===== config.mk =====
export PLATFORM = sky130hd
export DESIGN_NAME = modrm_unit
export DESIGN_NICKNAME = d
export VERILOG_FILES = /design/src/modrm_pkg.sv /design/src/byte_fifo.sv /design/src/register_file.sv /design/src/immediate_reader.sv /design/src/modrm_decode.sv /design/src/modrm_unit.sv
export VERILOG_INCLUDE_DIRS = /design/src
export SDC_FILE = /design/constraint.sdc
export NUM_CORES = 1
export LEC_CHECK = 0
export ABC_AREA = 1
export BUFFER_PORTS_ARGS = -buffer_cell sky130_fd_sc_hd__buf_2
export CORE_UTILIZATION = 35
export CTS_BUF_LIST = sky130_fd_sc_hd__clkbuf_8
export CTS_CLUSTER_DIAMETER = 120
export DETAILED_ROUTE_END_ITERATION = 7
export HOLD_SLACK_MARGIN = 0.05
export PLACE_DENSITY = 0.49
export SYNTH_ARGS = -nofsm -noshare
export SYNTH_HDL_FRONTEND = slang
export SYNTH_SLANG_ARGS = --single-unit

===== constraint.sdc =====
create_clock -name clk -period 5.66 [get_ports clk]
set_clock_uncertainty 0.1 [all_clocks]
set_input_delay 0.849 -clock clk [delete_from_list [all_inputs] [get_ports clk]]
set_output_delay 0.849 -clock clk [all_outputs]
set_load 0.02 [all_outputs]

===== src/modrm_defs.svh =====
`ifndef MODRM_DEFS_SVH
`define MODRM_DEFS_SVH

// --------------------------------------------------
// Prefetch FIFO geometry.
// --------------------------------------------------
`define MODRM_FIFO_DEPTH 8
`define MODRM_FIFO_PTR_W 3 // log2 of the depth.

// --------------------------------------------------
// Datapath widths.
// --------------------------------------------------
`define MODRM_BYTE_W 8
`define MODRM_WORD_W 16

`endif


===== src/modrm_pkg.sv =====
`include "modrm_defs.svh"

package modrm_pkg;

    // General registers, in reg/rm field order.
    typedef enum logic [2:0] {
        AX = 3'd0,
        CX = 3'd1,
        DX = 3'd2,
        BX = 3'd3,
        SP = 3'd4,
        BP = 3'd5,
        SI = 3'd6,
        DI = 3'd7
    } gpr_t;

    // Instruction stream byte.
    typedef logic [`MODRM_BYTE_W-1:0] byte_t;

    // Register value, displacement or address.
    typedef logic [`MODRM_WORD_W-1:0] word_t;

endpackage


===== src/byte_fifo.sv =====
`include "modrm_defs.svh"

module byte_fifo (
    input  logic             clk,
    input  logic             reset,
    // Write side.
    input  logic             wr_en,
    input  modrm_pkg::byte_t wr_data,
    output logic             full,
    // Shared read side.
    input  logic             modrm_rd_en,
    input  logic             immed_rd_en,
    output modrm_pkg::byte_t rd_data,
    output logic             empty
);

    typedef logic [`MODRM_FIFO_PTR_W-1:0] ptr_t;
    typedef logic [`MODRM_FIFO_PTR_W:0]   count_t;

    modrm_pkg::byte_t mem [`MODRM_FIFO_DEPTH];
    ptr_t             wr_ptr;
    ptr_t             rd_ptr;
    count_t           count;
    logic             push;
    logic             pop;

    assign full  = count == count_t'(`MODRM_FIFO_DEPTH);
    assign empty = count == '0;

    assign push = wr_en & ~full;
    assign pop  = (modrm_rd_en | immed_rd_en) & ~empty; // Either reader pops.

    function automatic ptr_t next_ptr(input ptr_t ptr);
        if (ptr == ptr_t'(`MODRM_FIFO_DEPTH - 1))
            return '0;
        return ptr + 1'b1;
    endfunction

    // --------------------------------------------------
    // Pointers and occupancy.
    // --------------------------------------------------
    always_ff @(posedge clk or posedge reset) begin
        if (reset) begin
            wr_ptr <= '0;
            rd_ptr <= '0;
            count  <= '0;
        end else begin
            if (push)
                wr_ptr <= next_ptr(wr_ptr);
            if (pop)
                rd_ptr <= next_ptr(rd_ptr);
            if (push && !pop)
                count <= count + 1'b1;
            else if (pop && !push)
                count <= count - 1'b1;
        end
    end

    // Storage and registered head byte.
    always_ff @(posedge clk) begin
        if (push)
            mem[wr_ptr] <= wr_data;
        if (pop)
            rd_data <= mem[rd_ptr]; // Held until the next pop.
    end

endmodule


===== src/register_file.sv =====
module register_file (
    input  logic             clk,
    input  logic             reset,
    // Write port.
    input  logic             wr_en,
    input  modrm_pkg::gpr_t  wr_sel,
    input  modrm_pkg::word_t wr_data,
    // Address read ports.
    input  modrm_pkg::gpr_t  base_sel,
    input  modrm_pkg::gpr_t  index_sel,
    output modrm_pkg::word_t base_value,
    output modrm_pkg::word_t index_value
);

    modrm_pkg::word_t regs [8];

    // --------------------------------------------------
    // Register array.
    // --------------------------------------------------
    always_ff @(posedge clk or posedge reset) begin
        if (reset)
            regs <= '{default: '0};
        else if (wr_en)
            regs[wr_sel] <= wr_data;
    end

    // Combinational reads for the address adder.
    assign base_value  = regs[base_sel];
    assign index_value = regs[index_sel];

endmodule


===== src/immediate_reader.sv =====
module immediate_reader (
    input  logic             clk,
    input  logic             reset,
    // Control.
    input  logic             start,
    input  logic             is_8bit,
    // FIFO read port.
    output logic             rd_en,
    input  modrm_pkg::byte_t rd_data,
    input  logic             empty,
    // Result.
    output logic             complete,
    output modrm_pkg::word_t immediate
);

    logic             active;
    logic [1:0]       remaining;  // Bytes still to pop.
    logic [1:0]       to_pop;
    logic             popped;     // Byte on rd_data this cycle.
    logic             high_next;
    logic             done;
    modrm_pkg::byte_t low_byte;
    modrm_pkg::byte_t high_byte;

    // Byte count is loaded on the first cycle of start.
    assign to_pop = active ? remaining : (is_8bit ? 2'd1 : 2'd2);
    assign rd_en  = start & ~empty & (to_pop != 2'd0);

    // --------------------------------------------------
    // Pop counter.
    // --------------------------------------------------
    always_ff @(posedge clk or posedge reset) begin
        if (reset) begin
            active    <= 1'b0;
            remaining <= 2'd0;
        end else if (!start) begin
            active    <= 1'b0;
            remaining <= 2'd0;
        end else begin
            active    <= 1'b1;
            remaining <= to_pop - {1'b0, rd_en};
        end
    end

    always_ff @(posedge clk or posedge reset) begin
        if (reset)
            popped <= 1'b0;
        else
            popped <= rd_en;
    end

    // --------------------------------------------------
    // Arrival tracking.
    // --------------------------------------------------
    always_ff @(posedge clk or posedge reset) begin
        if (reset) begin
            high_next <= 1'b0;
            done      <= 1'b0;
        end else if (!start) begin
            high_next <= 1'b0;
            done      <= 1'b0;
        end else if (popped) begin
            high_next <= 1'b1;
            if (high_next || is_8bit)
                done <= 1'b1; // Last byte in.
        end
    end

    always_ff @(posedge clk) begin
        if (popped) begin
            if (high_next)
                high_byte <= rd_data;
            else
                low_byte <= rd_data;
        end
    end

    assign complete  = start & done;
    assign immediate = is_8bit ? {{8{low_byte[7]}}, low_byte} : {high_byte, low_byte};

endmodule


===== src/modrm_decode.sv =====
module modrm_decode (
    input  logic             clk,
    input  logic             reset,
    // Control.
    input  logic             start,
    output logic             busy,
    output logic             complete,
    // Results.
    output modrm_pkg::word_t effective_address,
    output modrm_pkg::gpr_t  regnum,
    output logic             rm_is_reg,
    output modrm_pkg::gpr_t  rm_regnum,
    // Register file.
    output modrm_pkg::gpr_t  base_sel,
    output modrm_pkg::gpr_t  index_sel,
    input  modrm_pkg::word_t base_value,
    input  modrm_pkg::word_t index_value,
    // FIFO read port.
    output logic             fifo_rd_en,
    input  modrm_pkg::byte_t fifo_rd_data,
    input  logic             fifo_empty,
    // Displacement reader.
    output logic             immed_start,
    input  logic             immed_complete,
    output logic             immed_is_8bit,
    input  modrm_pkg::word_t immediate
);

    logic             popped;     // ModR/M byte on fifo_rd_data.
    logic             have_modrm; // ModR/M byte held in modrm.
    logic             fetched;
    modrm_pkg::byte_t modrm;
    modrm_pkg::byte_t modrm_byte;
    logic [1:0]       mod_field;
    logic [2:0]       reg_field;
    logic [2:0]       rm_field;
    logic             has_address;
    logic             has_disp;
    logic             has_index;
    modrm_pkg::word_t index_term;
    modrm_pkg::word_t disp_term;

    // --------------------------------------------------
    // ModR/M fetch.
    // --------------------------------------------------
    assign fetched    = popped | have_modrm;
    assign fifo_rd_en = start & ~fifo_empty & ~fetched;

    always_ff @(posedge clk or posedge reset) begin
        if (reset)
            popped <= 1'b0;
        else
            popped <= fifo_rd_en;
    end

    always_ff @(posedge clk or posedge reset) begin
        if (reset)
            have_modrm <= 1'b0;
        else if (!start)
            have_modrm <= 1'b0;
        else if (popped)
            have_modrm <= 1'b1;
    end

    // Kept, since the displacement pops overwrite rd_data.
    always_ff @(posedge clk) begin
        if (popped)
            modrm <= fifo_rd_data;
    end

    assign modrm_byte = popped ? fifo_rd_data : modrm;
    assign mod_field  = modrm_byte[7:6];
    assign reg_field  = modrm_byte[5:3];
    assign rm_field   = modrm_byte[2:0];

    assign has_address = mod_field != 2'b11;
    assign has_index   = ~rm_field[2]; // rm 0..3 use two registers.

    always_comb begin
        case (mod_field)
            2'b00:   has_disp = rm_field == 3'b110; // Direct address.
            2'b01:   has_disp = 1'b1;
            2'b10:   has_disp = 1'b1;
            default: has_disp = 1'b0;
        endcase
    end

    // --------------------------------------------------
    // Handshake.
    // --------------------------------------------------
    assign complete = start & (has_address ? have_modrm & (~has_disp | immed_complete)
                                           : fetched);
    assign busy          = start & ~complete;
    assign immed_start   = start & fetched & has_disp;
    assign immed_is_8bit = mod_field == 2'b01;

    // --------------------------------------------------
    // Register selection and address adder.
    // --------------------------------------------------
    always_comb begin
        case (rm_field)
            3'b000, 3'b001, 3'b111: base_sel = modrm_pkg::BX;
            3'b010, 3'b011, 3'b110: base_sel = modrm_pkg::BP;
            3'b100:                 base_sel = modrm_pkg::SI;
            default:                base_sel = modrm_pkg::DI;
        endcase

        case (rm_field)
            3'b000, 3'b010: index_sel = modrm_pkg::SI;
            3'b001, 3'b011: index_sel = modrm_pkg::DI;
            default:        index_sel = modrm_pkg::AX; // Not added.
        endcase
    end

    always_comb begin
        index_term = has_index ? index_value : '0;
        disp_term  = has_disp ? immediate : '0;

        if (mod_field == 2'b00 && rm_field == 3'b110)
            effective_address = immediate;
        else if (has_address)
            effective_address = base_value + index_term + disp_term; // Wraps at 16 bits.
        else
            effective_address = '0;
    end

    assign regnum    = modrm_pkg::gpr_t'(reg_field);
    assign rm_regnum = modrm_pkg::gpr_t'(rm_field);
    assign rm_is_reg = ~has_address;

endmodule


===== src/modrm_unit.sv =====
module modrm_unit (
    input  logic             clk,
    input  logic             reset,
    // Instruction byte input.
    input  logic             wr_en,
    input  modrm_pkg::byte_t wr_data,
    output logic             full,
    // Register load port.
    input  logic             reg_wr_en,
    input  modrm_pkg::gpr_t  reg_wr_sel,
    input  modrm_pkg::word_t reg_wr_data,
    // Control.
    input  logic             start,
    output logic             busy,
    output logic             complete,
    // Results.
    output modrm_pkg::word_t effective_address,
    output modrm_pkg::gpr_t  regnum,
    output logic             rm_is_reg,
    output modrm_pkg::gpr_t  rm_regnum
);

    logic             modrm_rd_en;
    logic             immed_rd_en;
    modrm_pkg::byte_t rd_data;
    logic             empty;

    modrm_pkg::gpr_t  base_sel;
    modrm_pkg::gpr_t  index_sel;
    modrm_pkg::word_t base_value;
    modrm_pkg::word_t index_value;

    logic             immed_start;
    logic             immed_complete;
    logic             immed_is_8bit;
    modrm_pkg::word_t immediate;

    // --------------------------------------------------
    // Prefetch FIFO and registers.
    // --------------------------------------------------
    byte_fifo u_fifo (
        .clk         (clk),
        .reset       (reset),
        .wr_en       (wr_en),
        .wr_data     (wr_data),
        .full        (full),
        .modrm_rd_en (modrm_rd_en),
        .immed_rd_en (immed_rd_en),
        .rd_data     (rd_data),
        .empty       (empty)
    );

    register_file u_regs (
        .clk         (clk),
        .reset       (reset),
        .wr_en       (reg_wr_en),
        .wr_sel      (reg_wr_sel),
        .wr_data     (reg_wr_data),
        .base_sel    (base_sel),
        .index_sel   (index_sel),
        .base_value  (base_value),
        .index_value (index_value)
    );

    // --------------------------------------------------
    // Displacement reader and decoder.
    // --------------------------------------------------
    immediate_reader u_immed (
        .clk       (clk),
        .reset     (reset),
        .start     (immed_start),
        .is_8bit   (immed_is_8bit),
        .rd_en     (immed_rd_en),
        .rd_data   (rd_data),
        .empty     (empty),
        .complete  (immed_complete),
        .immediate (immediate)
    );

    modrm_decode u_decode (
        .clk               (clk),
        .reset             (reset),
        .start             (start),
        .busy              (busy),
        .complete          (complete),
        .effective_address (effective_address),
        .regnum            (regnum),
        .rm_is_reg         (rm_is_reg),
        .rm_regnum         (rm_regnum),
        .base_sel          (base_sel),
        .index_sel         (index_sel),
        .base_value        (base_value),
        .index_value       (index_value),
        .fifo_rd_en        (modrm_rd_en),
        .fifo_rd_data      (rd_data),
        .fifo_empty        (empty),
        .immed_start       (immed_start),
        .immed_complete    (immed_complete),
        .immed_is_8bit     (immed_is_8bit),
        .immediate         (immediate)
    );

endmodule


; Word-level counts from Yosys, hierarchy flattened
; Memory sizes are Yosys's and may differ from the RTL's. A register that Yosys moved wholly into a read port is not among the register bits.
; Cells that the tools add are included.
[totals]
output_inout_bits = 26
word_cells = 135
in_bits = 32
ram_bits = 64
memories = 1
ff_bits = 170
[classes]
bitwise_logic = 25
n_reduce_logical = 20
add_sub_neg = 7
n_eq_ne = 15
magnitude_cmp = 4
muxes = 42
[mem_list]
columns = memory, depth, width, rd, rd_clocked_by_memory_dff, wr, line
row1 = u_fifo.mem, 8, 8, 1, 1, 1, byte_fifo.sv:20  ; modrm_pkg::byte_t mem [`MODRM_FIFO_DEPTH];
[ops]
columns = cell, n
row1 = 16-bit 2-to-1 mux, 10
row2 = 128-bit bitwise mux, 1
row3 = 16-bit binary-select mux with 3-bit select, 2
row4 = 16-bit demux with 3-bit select, 1
row5 = 16-bit adder, 2
row6 = "3-bit equality test, second input constant", 5
row7 = 1-bit 2-to-1 mux, 15
row8 = 1-bit AND, 12
row9 = "4-bit >= comparator, second input constant", 3
row10 = 3-bit 2-to-1 mux, 4
row11 = 3-bit inverter with 4-bit output, 3
row12 = 3-bit case mux with 3 select lines, 1
row13 = 4-bit 2-to-1 mux, 2
row14 = 8-bit 2-to-1 mux, 1
row15 = 1-bit inverter, 7
row16 = "3-bit by 1-bit adder with 3-bit output, second input constant", 2
row17 = "3-bit by 2-bit equality test with 1-bit output, second input constant", 2
row18 = 2-bit 2-to-1 mux, 3
row19 = "2-bit inequality test, second input constant", 3
row20 = 3-bit case mux with 2 select lines, 1
row21 = 2-bit AND reduction, 3
row22 = 2-bit OR reduction, 3
row23 = 3-bit OR reduction, 2
row24 = "4-bit by 1-bit adder with 4-bit output, second input constant", 1
row25 = 17 further kinds, 24

; Depth between registers and ports, before layout
[logic_depth]
ltp_word = 13
depth_mapped = 26

; Modules after synthesis
; A second synthesis with hierarchy kept.
[hier_totals]
cells_unflattened = 1864
hier_area_um2 = 13889.6
[modules_own_cells]
columns = module, instances, cells_each, seq_area_each_um2, area_per_inst_um2
row1 = register_file, 1, 1166, 3203.1, 7494.7
row2 = byte_fifo, 1, 307, 2412.3, 3498.4
row3 = modrm_decode, 1, 324, 210.2, 2072.0
row4 = immediate_reader, 1, 67, 630.6, 824.5

; Worst setup path before layout
; No wires, ideal clock.
[synth_path]
path_kind = register -> output
start = register u_decode.popped
end = output effective_address[9]
arrival_time_ns = 3.846
path_stages_with_launch = 24
n_path_buf = 1
path_slack_ns = 0.865
cell_sequence = dfrtp_1 inv_2 or2_2 o21ai_0 inv_1 ha_1 inv_1 nand2_4 inv_2 buf_2 nand2_1 fa_1 inv_1 ha_1 inv_1 o21bai_1 nand2_1 nand3_1 nand2_1 nand2_1 o21ai_0 nand2_1 nand2_1 o21ai_0
[synth_lines]
columns = item, line
row1 = start: declaration, modrm_decode.sv:29  ; logic popped;
row2 = start signal: assignment, modrm_decode.sv:53  ; popped <= fifo_rd_en;
row3 = 8-bit 2-to-1 mux (*), n/a
row4 = named net u_decode.modrm_byte[6], modrm_decode.sv:33  ; modrm_pkg::byte_t modrm_byte;
row5 = 2-bit by 1-bit equality test with 1-bit output / 2-bit equality test (equally long branches), "modrm_decode.sv:80, modrm_decode.sv:95"
row6 = 2-bit OR reduction (no source line), n/a
row7 = 1-bit case mux with 2 select lines, modrm_decode.sv:80  ; case (mod_field)
row8 = 16-bit 2-to-1 mux, modrm_decode.sv:117  ; disp_term = has_disp ? immediate : '0;
row9 = 16-bit adder, modrm_decode.sv:122  ; effective_address = base_value + index_term + disp_term;
row10 = 16-bit 2-to-1 mux, modrm_decode.sv:121  ; else if (has_address)
row11 = 16-bit 2-to-1 mux (*), modrm_decode.sv:119  ; if (mod_field == 2'b00 && rm_field == 3'b110)
row12 = end: declaration, modrm_unit.sv:17  ; output modrm_pkg::word_t effective_address,
; Mark *: on every way through the listed nets, which the timed path passes. The rest lies on a longest branch. The select of a mux whose other input is x is not followed.

; Worst setup path in the final report
[layout_path]
start = register u_fifo.rd_data[6] (read register of u_fifo.mem)
end = output effective_address[15]
[layout_via]
elab_chain_cells = 8
[layout_rtl]
columns = item, line
row1 = start: declaration, byte_fifo.sv:13  ; output modrm_pkg::byte_t rd_data,
row2 = 8-bit 2-to-1 mux (*), n/a
row3 = named net u_decode.modrm_byte[6], modrm_decode.sv:33
row4 = 2-bit by 1-bit equality test with 1-bit output / 2-bit equality test (equally long branches), "modrm_decode.sv:80, modrm_decode.sv:95"
row5 = 2-bit OR reduction (no source line), n/a
row6 = 1-bit case mux with 2 select lines, modrm_decode.sv:80
row7 = 16-bit 2-to-1 mux, modrm_decode.sv:117
row8 = 16-bit adder, modrm_decode.sv:122
row9 = 16-bit 2-to-1 mux, modrm_decode.sv:121
row10 = 16-bit 2-to-1 mux (*), modrm_decode.sv:119
; Mark *: on every way through the listed nets, which the timed path passes. The rest lies on a longest branch.

==> results.toml <==
[grt]
grt_max_degree = 54
grt_first_pass_wirelength_mm = 38.9
gr-total-overflow = 0
grt_pass1_vias = 7024
antenna_found_initial = 0
grt_use_total_pct = 18.1

[worst_setup_path]
startpoint_type = "flip-flop"
r2r-end = "u_fifo.count[3]"
crit_path_end_kind = "output pin"
cp_max_fo = 6
crit_type = "reg -> out"
critical_path_required_ns = 4.71
ff2ff_setup_slack_ns = 2.15
crit_arrival_ns = 4.40
r2r-start = "u_fifo.rd_data[6]"
reg2regPathDepth = 19

[yosys]
synth_ff_type = "dfrtp_1"
ys_seq_area_share_pct = 52.7
netlist_instances = 1086
synth-edff-count = 88
syn_nets = 1160
synth_top_area_cell = "edfxtp_1"
synthDistinctLibCells = 41
syn_area_per_cell_um2 = 8.79
synth_area_mm2 = 0.00954
synthTopCellsByCount = "nand2_1, nor2_1, o21ai_0"
synth_top_area_share_pct = 27.7
yosysMostFrequentCell = "nand2_1"
synth-seq-cells = 185
synth_area_leaders = "edfxtp_1, dfrtp_1, nand2_1"
yosysWarnings = 0
async_reset_ff_share_pct = 48.1

[floorplanning]
boundaryPins = 58
num_rows = 60
die_y_um = 167
dieArea_mm2 = 0.0279
die_x_um = 167
initial_utilization_pct = 35.5
core_mm2 = 0.0269

[drt]
via_per_inst = 4.81
routedWlPerCell_um = 16.0
drtIter0Drc = 479
dr.pass1.iters = 5
wl_mm = 23.9
via_count = 7172
drc_errors = 0
ant_nets = 0

[run_status]
status = "finished clean"

[final_layout]
multi_input_area_mm2 = 0.00388
antennaDiodeCount = 0
register_area_mm2 = 0.00503
areaGrowthSynthToFinish_pct = 12.6
final_layout_size_suffix_gt1_share_pct = 14.2
final_net_count = 1212
fillers = 2722

[cts]
worst_skew_pair.late_latency_ns = 0.49
clockBufferDepth = 2
clk_pin_slew_ns = 0.13
clkSinkCount = 185
cts_root_buf = "clkbuf_8"
ctsHoldBuffers = 0
cts_buffers = 17
cts_max_level = 4
cts_tree = "built"

[sta]
final.setup.tns_ns = 0
fmax_mhz = 187
rsz0062_at_grt = "false"
hold_viol = 0
worstMarginPinSlew_ns = 1.09
slew_violations = 0
relSlewSlack_pct = 27.4
timing.final.crit_share_pct = 94.5
final-setup-viol-count = 0
period_needed_ns = 5.35

[placement]
place_congestion = 0.866
portBuffers = 57
dp_hpwl_mm = 17.2

[hold_path]
hold_path_class = "in -> async"

[run]
drv_cap = 0
## cells by family (layout without fill, tap and decap cells)
| group | Yosys count | count (layout) | share of synthesized area (%) |
|---|---|---|---|
| AND/OR/NAND/NOR | 443 | 443 | 18.9 |
| AO/OA/AOI/OAI | 240 | 240 | 13.6 |
| flip-flops | 185 | 185 | 52.7 |
| buffers and inverters | 167 | 232 | 7.12 |
| adder cells (fa/ha/maj) | 42 | 42 | 6.85 |
| XOR/XNOR | 9 | 9 | 0.826 |
## worst max-delay path: stages, from the launching register on
cell and delay [ns]:
edfxtp_1 0.43, or2_2 0.30, o21ai_0 0.12, inv_1 0.12, ha_1 0.28, inv_2 0.11, nand2_4 0.09, or2_2 0.33
fa_1 0.54, inv_1 0.04, ha_1 0.36, a21oi_1 0.18, o21a_1 0.12, nand3_1 0.17, a21oi_2 0.19, inv_1 0.06
nand3_1 0.08, nand3_1 0.07, nand2_1 0.12, buf_2 0.19
## per-layer routing
layer,up-vias,global-route usage (%),share of wire (%)
li1,3660,-,-
met1,3355,23.7,46
met2,139,30.6,49
met3,18,3.12,3.5
met4,0,5.07,1.7
met5,-,0,0
## registers in the layout, summed over array words and instances, names as in the netlist, 2 cells and up
name and count:
u_regs.regs 71, u_fifo.mem 64, u_immed.high_byte 8, u_fifo.rd_ptr 3
u_immed.remaining 2, u_fifo.rd_data 8, u_decode.modrm 8, u_immed.low_byte 8
u_fifo.count 4, u_fifo.wr_ptr 3
## per-stage QoR
step / utilization, % / hold slack (ns) / setup slack, ns / area (µm²) / instances
after CTS: 39.5 / 0.280 / 0.0786 / 10600 / 1483
after global placement: 37.8 / 0.360 / 0.397 / 10100 / 1450
after floorplan: - / 0.317 / 0.865 / 9540 / 1086
after detailed placement: 37.8 / 0.368 / 0.279 / 10100 / 1450
final: 40.0 / 0.289 / 0.311 / 10700 / 1492
after global routing: 40.0 / 0.313 / 0.00441 / 10700 / 1492
## what timing repair did
item,in CTS,in global routing
buffers inserted,1,9
pin swaps,0,3
endpoints found under the setup margin,10,9
resized for setup,2,19
## how the worst max path moves through the flow
| stage | slack [ns] | end | cells after the start | start |
|---|---|---|---|---|
| 6_report | 0.31 | effective_address[15] | 19 | u_fifo.rd_data[6] |
| 3_3_place_gp | 0.40 | effective_address[15] | 23 | u_decode.popped |
| 5_1_grt | 0.004 | effective_address[14] | 24 | u_fifo.rd_data[6] |
| 4_1_cts | 0.08 | effective_address[15] | 20 | u_fifo.rd_data[6] |
| 3_5_place_dp | 0.28 | effective_address[15] | 23 | u_decode.popped |
| 2_1_floorplan | 0.86 | effective_address[9] | 23 | u_decode.popped |
## area by class of cell
class                           instances  share of cell area, %
Sequential cell                       185                   46.8
Multi-Input combinational cell        734                   36.1
Timing Repair Buffer                   85                   4.65
Inverter                              115                   4.15
Tap cell                              341                   3.97
Clock buffer                           17                   2.18
Clock inverter                         15                   2.11
## placed cells by master (no fill, tap or decap), drive strengths merged, types with 7 or more instances in the layout
master  Yosys  routed
dfrtp      89      89
buf        18      85
inv       113     125
dfxtp       8       8
nand2     262     262
a31oi      17      17
clkbuf     34      17
or2        11      11
a21oi      56      56
ha         25      25
o22ai      14      14
o21ai     138     138
nand3      29      29
fa         17      17
xnor2       7       7
edfxtp     88      88
nor2      138     138
Power is not shown: default switching activity piles up to over one toggle a cycle in this logic, so the estimate is an artifact.
